**config.mk**
```make
export PLATFORM = sky130hd
export DESIGN_NAME = fp16_add_pipe
export DESIGN_NICKNAME = d
export VERILOG_FILES = /design/src/fp16_add_pkg.sv /design/src/add_align.sv /design/src/add_sum.sv /design/src/add_normalize.sv /design/src/fp16_add_pipe.sv
export SDC_FILE = /design/constraint.sdc
export NUM_CORES = 1
export LEC_CHECK = 0
export ABC_AREA = 1
export BUFFER_PORTS_ARGS = -buffer_cell sky130_fd_sc_hd__buf_2
export CAP_MARGIN = 20
export CORE_MARGIN = 1
export CORE_UTILIZATION = 50
export DETAILED_ROUTE_END_ITERATION = 8
export GPL_TIMING_DRIVEN = 0
export PLACE_DENSITY = 0.68
export SLEW_MARGIN = 25
export SYNTH_ARGS = -nofsm -noshare
export SYNTH_HDL_FRONTEND = slang
export SYNTH_SLANG_ARGS = --single-unit
export TNS_END_PERCENT = 1
```
**constraint.sdc**
```tcl
create_clock -name clk -period 6.35 [get_ports clk]
set_input_delay 0.635 -clock clk [delete_from_list [all_inputs] [get_ports clk]]
set_output_delay 0.635 -clock clk [all_outputs]
set_load 0.01 [all_outputs]
```
**src/fp16_add_pkg.sv**
```systemverilog
// fp16 adder shared types
package fp16_add_pkg;

    // half precision field widths
    localparam int EXP_W = 5;
    localparam int FRAC_W = 10;

    // hidden bit, fraction and two guard bits
    localparam int MAN_W = 13;

    // all-ones exponent, used here only as the infinity code
    localparam int EXP_INF = 31;

    // one ieee half precision value, msb first
    typedef struct packed {
        logic              sign;
        logic [EXP_W-1:0]  exp;
        logic [FRAC_W-1:0] frac;
    } fp16_t;

    // operation select
    // subtract is handled by flipping the sign of b up front
    typedef enum logic {
        OP_ADD = 1'b0,
        OP_SUB = 1'b1
    } fp_op_e;

    // one request into the pipe
    typedef struct packed {
        fp16_t  a;
        fp16_t  b;
        fp_op_e op;
    } add_req_t;

    // align stage output
    // the shifted operand is the one with the smaller exponent
    typedef struct packed {
        logic             sign_shifted;
        logic [MAN_W-1:0] frac_shifted;
        logic             sign_not_shifted;
        logic [MAN_W-1:0] frac_not_shifted;
        logic [EXP_W-1:0] exp_max;
    } aligned_t;

    // sum stage output
    // mag carries one extra bit above the hidden bit for add carry out
    typedef struct packed {
        logic             sign;
        logic [MAN_W:0]   mag;
        logic [EXP_W-1:0] exp;
    } sum_t;

endpackage

```
**src/add_align.sv**
```systemverilog
// fp16 add align stage
`timescale 1ns/1ns

module add_align (
    input  fp16_add_pkg::add_req_t req,
    output fp16_add_pkg::aligned_t aligned
);

    // operands after the opcode has been applied
    fp16_add_pkg::fp16_t a_op;
    fp16_add_pkg::fp16_t b_op;

    // guarded significands, zero when the exponent is zero
    logic [fp16_add_pkg::MAN_W-1:0] sig_a;
    logic [fp16_add_pkg::MAN_W-1:0] sig_b;

    // exponent compare result and unsigned difference
    logic                           a_ge_b;
    logic [fp16_add_pkg::EXP_W-1:0] exp_diff;

    always_comb begin
        a_op = req.a;
        b_op = req.b;

        // a - b is a + (-b)
        if (req.op == fp16_add_pkg::OP_SUB) begin
            b_op.sign = ~req.b.sign;
        end

        // exponent zero flushes to zero since subnormals are not supported
        sig_a = (a_op.exp == '0) ? '0 : {1'b1, a_op.frac, 2'b00};
        sig_b = (b_op.exp == '0) ? '0 : {1'b1, b_op.frac, 2'b00};

        // ties keep a as the reference operand
        a_ge_b   = (a_op.exp >= b_op.exp);
        exp_diff = a_ge_b ? (a_op.exp - b_op.exp) : (b_op.exp - a_op.exp);

        // smaller operand slides right and bits past the guard bits drop off
        // a difference of 13 or more clears it completely
        if (a_ge_b) begin
            aligned.sign_shifted     = b_op.sign;
            aligned.frac_shifted     = sig_b >> exp_diff;
            aligned.sign_not_shifted = a_op.sign;
            aligned.frac_not_shifted = sig_a;
            aligned.exp_max          = a_op.exp;
        end else begin
            aligned.sign_shifted     = a_op.sign;
            aligned.frac_shifted     = sig_a >> exp_diff;
            aligned.sign_not_shifted = b_op.sign;
            aligned.frac_not_shifted = sig_b;
            aligned.exp_max          = b_op.exp;
        end
    end

    // the reference operand carries a hidden one unless both inputs were zero
    // sampled on every change of the stage output
    assert property (@(aligned)
        !$isunknown(aligned) |->
            (aligned.frac_not_shifted[fp16_add_pkg::MAN_W-1] ==
             ((req.a.exp != '0) || (req.b.exp != '0))))
    else $error("align: hidden bit does not match the input exponents");

endmodule

```
**src/add_sum.sv**
```systemverilog
// fp16 add magnitude sum stage
`timescale 1ns/1ns

module add_sum (
    input  fp16_add_pkg::aligned_t aligned,
    output fp16_add_pkg::sum_t     sum
);

    // operands zero extended by one bit for the carry
    logic [fp16_add_pkg::MAN_W:0] big_mag;
    logic [fp16_add_pkg::MAN_W:0] small_mag;

    // sign of the larger magnitude
    logic big_sign;

    // true when both operands point the same way
    logic same_sign;

    always_comb begin
        same_sign = (aligned.sign_shifted == aligned.sign_not_shifted);

        // order by magnitude so a subtract never goes negative
        // the shifted one is usually smaller, but equal exponents can flip that
        if (aligned.frac_not_shifted >= aligned.frac_shifted) begin
            big_mag   = {1'b0, aligned.frac_not_shifted};
            small_mag = {1'b0, aligned.frac_shifted};
            big_sign  = aligned.sign_not_shifted;
        end else begin
            big_mag   = {1'b0, aligned.frac_shifted};
            small_mag = {1'b0, aligned.frac_not_shifted};
            big_sign  = aligned.sign_shifted;
        end

        // exponent is adjusted later in normalize
        sum.exp = aligned.exp_max;

        if (same_sign) begin
            // true add, may carry into bit 13
            sum.mag  = big_mag + small_mag;
            sum.sign = aligned.sign_not_shifted;
        end else if (big_mag == small_mag) begin
            // exact cancellation gives +0
            sum.mag  = '0;
            sum.sign = 1'b0;
        end else begin
            sum.mag  = big_mag - small_mag;
            sum.sign = big_sign;
        end
    end

endmodule

```
**src/add_normalize.sv**
```systemverilog
// fp16 add normalize and pack stage
`timescale 1ns/1ns

module add_normalize (
    input  fp16_add_pkg::sum_t  sum,
    output fp16_add_pkg::fp16_t result
);

    // left shift needed to bring the leading one up to bit 12
    logic [3:0] lead_shift;

    // magnitude with the leading one at bit 12
    logic [fp16_add_pkg::MAN_W:0] norm_mag;

    // exponent with two spare bits so over and underflow stay visible
    // range is -12 up to 31 + 1
    logic signed [fp16_add_pkg::EXP_W+1:0] exp_wide;

    // leading one detect over bits 12..0
    // higher bits are visited last so they win
    always_comb begin
        lead_shift = '0;
        for (int i = 0; i < fp16_add_pkg::MAN_W; i++) begin
            if (sum.mag[i]) begin
                lead_shift = 4'(fp16_add_pkg::MAN_W - 1 - i);
            end
        end
    end

    always_comb begin
        if (sum.mag[fp16_add_pkg::MAN_W]) begin
            // carry out of the add, one step right
            norm_mag = sum.mag >> 1;
            exp_wide = $signed({2'b00, sum.exp}) + 7'sd1;
        end else begin
            // after cancellation the leading one may sit well below bit 12
            norm_mag = sum.mag << lead_shift;
            exp_wide = $signed({2'b00, sum.exp}) - $signed({3'b000, lead_shift});
        end
    end

    always_comb begin
        result.sign = sum.sign;
        result.exp  = exp_wide[fp16_add_pkg::EXP_W-1:0];
        // truncate, guard bits are dropped
        result.frac = norm_mag[fp16_add_pkg::MAN_W-2:2];

        if (sum.mag == '0) begin
            // nothing left, always +0
            result = '0;
        end else if (exp_wide >= fp16_add_pkg::EXP_INF) begin
            // overflow saturates to signed infinity
            result.exp  = fp16_add_pkg::EXP_W'(fp16_add_pkg::EXP_INF);
            result.frac = '0;
        end else if (exp_wide <= 0) begin
            // underflow flushes to signed zero, no subnormal output
            result.exp  = '0;
            result.frac = '0;
        end
    end

endmodule

```
**src/fp16_add_pipe.sv**
```systemverilog
// fp16 three stage adder top
`timescale 1ns/1ns

module fp16_add_pipe (
    input  logic                   clk,
    input  logic                   rst,
    input  logic                   in_valid,
    input  fp16_add_pkg::add_req_t req,
    output logic                   out_valid,
    output fp16_add_pkg::fp16_t    result
);

    // combinational stage outputs
    fp16_add_pkg::aligned_t align_c;
    fp16_add_pkg::sum_t     sum_c;
    fp16_add_pkg::fp16_t    norm_c;

    // stage registers 1 and 2, stage 3 is result itself
    fp16_add_pkg::aligned_t align_q;
    fp16_add_pkg::sum_t     sum_q;

    // valid bits beside the data
    logic align_valid;
    logic sum_valid;

    add_align u_align (
        .req     (req),
        .aligned (align_c)
    );

    add_sum u_sum (
        .aligned (align_q),
        .sum     (sum_c)
    );

    add_normalize u_normalize (
        .sum    (sum_q),
        .result (norm_c)
    );

    // valid pipeline, one stage per cycle and no stall
    always_ff @(posedge clk) begin
        if (rst) begin
            align_valid <= 1'b0;
            sum_valid   <= 1'b0;
            out_valid   <= 1'b0;
        end else begin
            align_valid <= in_valid;
            sum_valid   <= align_valid;
            out_valid   <= sum_valid;
        end
    end

    // data registers only load on a valid slot, result holds otherwise
    always_ff @(posedge clk) begin
        if (rst) begin
            align_q <= '0;
            sum_q   <= '0;
            result  <= '0;
        end else begin
            if (in_valid) begin
                align_q <= align_c;
            end
            if (align_valid) begin
                sum_q <= sum_c;
            end
            if (sum_valid) begin
                result <= norm_c;
            end
        end
    end

    // three cycle latency from accept to output, once reset is well behind
    assert property (@(posedge clk) disable iff (rst)
        (!$past(rst, 1) && !$past(rst, 2) && !$past(rst, 3)) |->
            (out_valid == $past(in_valid, 3)))
    else $error("pipe: out_valid is not in_valid delayed by three");

    // a carry above the hidden bit only comes from a same sign add
    assert property (@(posedge clk) disable iff (rst)
        (align_valid && sum_c.mag[fp16_add_pkg::MAN_W]) |->
            (align_q.sign_shifted == align_q.sign_not_shifted))
    else $error("sum: carry out on an effective subtract");

    // exponent 31 only ever encodes infinity here
    assert property (@(posedge clk) disable iff (rst)
        (sum_valid && norm_c.exp == fp16_add_pkg::EXP_W'(fp16_add_pkg::EXP_INF)) |->
            (norm_c.frac == '0))
    else $error("normalize: exponent 31 with nonzero fraction");

endmodule

```
==> results.md <==
- **status** finished, final reports clean
- **worst setup path startpoint** align_q[24]
- **Final Hold Fails** 0
- **area used by sequential logic in the layout** 0.00140 mm2
- **Post-CTS Setup Inserts** 0
- **flip-flop and latch count after synthesis** 70
- **Port Buf Inserts** 51
- **post-synth design cell area** 0.00660 mm2
- **clock insertion delay at the later pin of the skew report** 0.35 ns
- **most common cell after layout, fill and taps aside** sky130_fd_sc_hd__nand2_1
- **clock root buffer** sky130_fd_sc_hd__clkbuf_16
- **vertical die dimension** 117 um
- **number of antenna violations at the first check in global routing** 0
- **vias post-DR** 7267
- **Reg2Reg Depth** 24
- **ratio of cells with drive above 1 in the final layout** 0.130
- **IO Count** 53
- **Critical Path Source Type** flip-flop
- **total half-perimeter wirelength after legalization and detailed placement** 15700 um
- **worst slew margin relative to its limit** 0.337
- **remaining number of nets flagged by the antenna check after routing** 0
- **maximum net fanout on the critical path** 10
- **Max Clock Freq** 0.255 GHz
- **type of the setup path with the least slack** flip-flop to flip-flop
- **number of design rule violations left after detail routing** 0
- **Synthesis Warnings** 0
- **First DRT Iteration DRCs** 508
- **area of the multi-input gates** 0.00438 mm2
- **count of cells resized by post-cts repair** 0
- **sequential share of the synthesized area** 0.212
- **class of the tightest hold or removal check** flip-flop to flip-flop
- **overall global routing resource usage** 0.303
- **number of global-route vias before repair** 6619
- **synthesized instance count** 1088
- **number of nets produced by synthesis** 1166
- **routability cong.** 0.981
- **Slew Viols, Final** 0
- **number of setup violations in the final report** 0
- **Finished Layout Cells** 1327
- **period utilization** 0.617
- **RR Startpoint** align_q[24]
- **Max Clock Skew** 0.0133 ns
- **maximum root-to-sink buffer count** 2
- **Std-Cell Rows** 41
- **maximum number of pins on one net before global-route repair** 13
- **endpoint arrival time on the critical path** 4.15 ns
- **Worst Setup EP** sum_q[15]
- **Setup TNS** 0 ns
- **Area growth, synth to finish** 11.8%
- **post-synthesis async set-or-reset flop share** 0
- **Clock Sinks** 70
- **leakage power figure** 3.66 nW
- **global-route congestion overflow total** 0
- **DR vias/cell** 5.48
- **fillcell total** 1354
- **antenna fix cells** 0
- **placed insts** 1311
- **capture instance of the worst register-to-register path** sum_q[15]
- **sum of routed wire length over all layers** 19500 um
- **first-pass GRT wire length** 32000 um
- **distinct cell type count after synthesis** 52
- **register-to-register setup slack** 2.43 ns
- **max-cap viol count** 0
- **DRT Pass-1 Iters** 7
- **core region area** 0.0127 mm2
- **mean instance size in the synthesized netlist** 6.06 um2
- **number of buffers created by CTS** 9
- **worst-case vdd ir drop** 0.190 mV
- **critical path endpoint category** flip-flop
- **CP Data Required Time** 6.58 ns
- **Final Hold Slack** 0.460 ns
- **Tmin final** 3.92 ns
- **floorplan die width** 117 um
- **post-CTS clock slew at the launch and capture registers of the worst setup and hold paths** 0.06 ns
- **final layout net count** 1228
- **power density of the placed cells** 273 mW/mm2
- **fin util** 0.580
- **count of flip-flops with a built-in enable after synthesis** 0
- **unrepaired setup endpoints after global routing** false
- **highest-count cells in the layout ignoring fill and taps** sky130_fd_sc_hd__nand2_1, sky130_fd_sc_hd__nand3_1, sky130_fd_sc_hd__inv_1
- **Hold Buf Count CTS** 0
- **die area** 0.0137 mm2
- **Initial Util** 0.519
- **post-detailed-route wirelength per cell** 14.7 um
- **H-tree levels** 3
- **slew of the pin with the lowest slew margin** 0.987 ns
- **ys flop type** sky130_fd_sc_hd__dfxtp_1
- **CTS tree** yes
## through the flow
stage                     instance area [um2]  worst slack (ns)  total power (W)
final                                    7380              2.43          0.00201
after global routing                     7380              2.16          0.00217
after CTS                                7380              2.49          0.00200
after detailed placement                 7070              2.51          0.00148
after global placement                   7070              2.52          0.00147
after floorplan                          6600              3.17          0.00125
## logic make-up (layout without fill, tap and decap cells)
logic type | count (synthesis) | after routing | share of synthesized area
and+or+nand+nor | 568 | 568 | 0.389
AOI/OAI and AO/OA | 202 | 202 | 0.177
buffers and inverters | 196 | 263 | 0.124
DFF | 70 | 70 | 0.212
adders and majority gates | 42 | 42 | 0.0842
xor gates and xnor gates | 10 | 10 | 0.0133
## worst min-delay path by stage
stage | startpoint | to | slack, ns | depth (start not counted)
6_report | result[1] | result[1] | 0.46 | 2
2_1_floorplan | sum_q[19] | result[15] | 0.44 | 2
5_1_grt | align_q[3] | align_q[3] | 0.49 | 2
3_3_place_gp | result[1] | result[1] | 0.45 | 2
4_1_cts | result[1] | result[1] | 0.46 | 2
3_5_place_dp | result[1] | result[1] | 0.45 | 2
## metal layers
layer,share of wire,global-route usage
met5,0,0
met4,0.034,0.132
met3,0.061,0.0546
met2,0.45,0.491
met1,0.46,0.395
## report_power, final
part / switching [W] / internal [W]
sequential: 0.0000335 / 0.000472
clock: 0.000198 / 0.000327
combinational: 0.000658 / 0.000324
## cells in the mapped netlist, types with 19 or more instances
cell,count,area [um2]
sky130_fd_sc_hd__inv_2,19,71.3
sky130_fd_sc_hd__o21ai_0,57,285
sky130_fd_sc_hd__nand2_1,279,1050
sky130_fd_sc_hd__a21oi_1,78,390
sky130_fd_sc_hd__inv_1,128,480
sky130_fd_sc_hd__dfxtp_1,70,1400
sky130_fd_sc_hd__nand4_1,24,150
sky130_fd_sc_hd__nand3_1,160,801
sky130_fd_sc_hd__nor2_1,51,191
sky130_fd_sc_hd__clkbuf_1,23,86.3
sky130_fd_sc_hd__nand2_2,19,119
sky130_fd_sc_hd__ha_1,38,475
## layout make-up
cell class | count | share of cell area
Buffer | 46 | 0.0346
Clock inverter | 4 | 0.00729
Inverter | 150 | 0.0765
Multi-Input combinational cell | 822 | 0.593
Sequential cell | 70 | 0.190
Tap cell | 172 | 0.0292
Timing Repair Buffer | 51 | 0.0346
Clock buffer | 12 | 0.0348
## worst max-delay path, stage by stage, from the launching register on
cell and delay (ns):
sky130_fd_sc_hd__dfxtp_1 0.39, sky130_fd_sc_hd__inv_1 0.09, sky130_fd_sc_hd__ha_1 0.28, sky130_fd_sc_hd__buf_4 0.19, sky130_fd_sc_hd__nand2_2 0.07, sky130_fd_sc_hd__inv_2 0.09, sky130_fd_sc_hd__nand2_1 0.12, sky130_fd_sc_hd__nor2_4 0.13
sky130_fd_sc_hd__nand2_4 0.13, sky130_fd_sc_hd__nand3_4 0.17, sky130_fd_sc_hd__buf_8 0.17, sky130_fd_sc_hd__clkinv_2 0.11, sky130_fd_sc_hd__nor2_1 0.18, sky130_fd_sc_hd__inv_1 0.09, sky130_fd_sc_hd__fa_1 0.46, sky130_fd_sc_hd__inv_1 0.07
sky130_fd_sc_hd__a31oi_1 0.10, sky130_fd_sc_hd__inv_1 0.13, sky130_fd_sc_hd__a31o_2 0.19, sky130_fd_sc_hd__a21oi_1 0.07, sky130_fd_sc_hd__or2_2 0.27, sky130_fd_sc_hd__nand3_1 0.11, sky130_fd_sc_hd__nand2_1 0.07, sky130_fd_sc_hd__inv_1 0.06
sky130_fd_sc_hd__a21oi_1 0.05
## state kept, by name, indices dropped and copies added (netlist names)
| name | cells |
|---|---|
| align_q | 31 |
| align_valid | 1 |
| out_valid | 1 |
| result | 16 |
| sum_q | 20 |
| sum_valid | 1 |
Note: power is estimated with default switching activity, not from simulation.
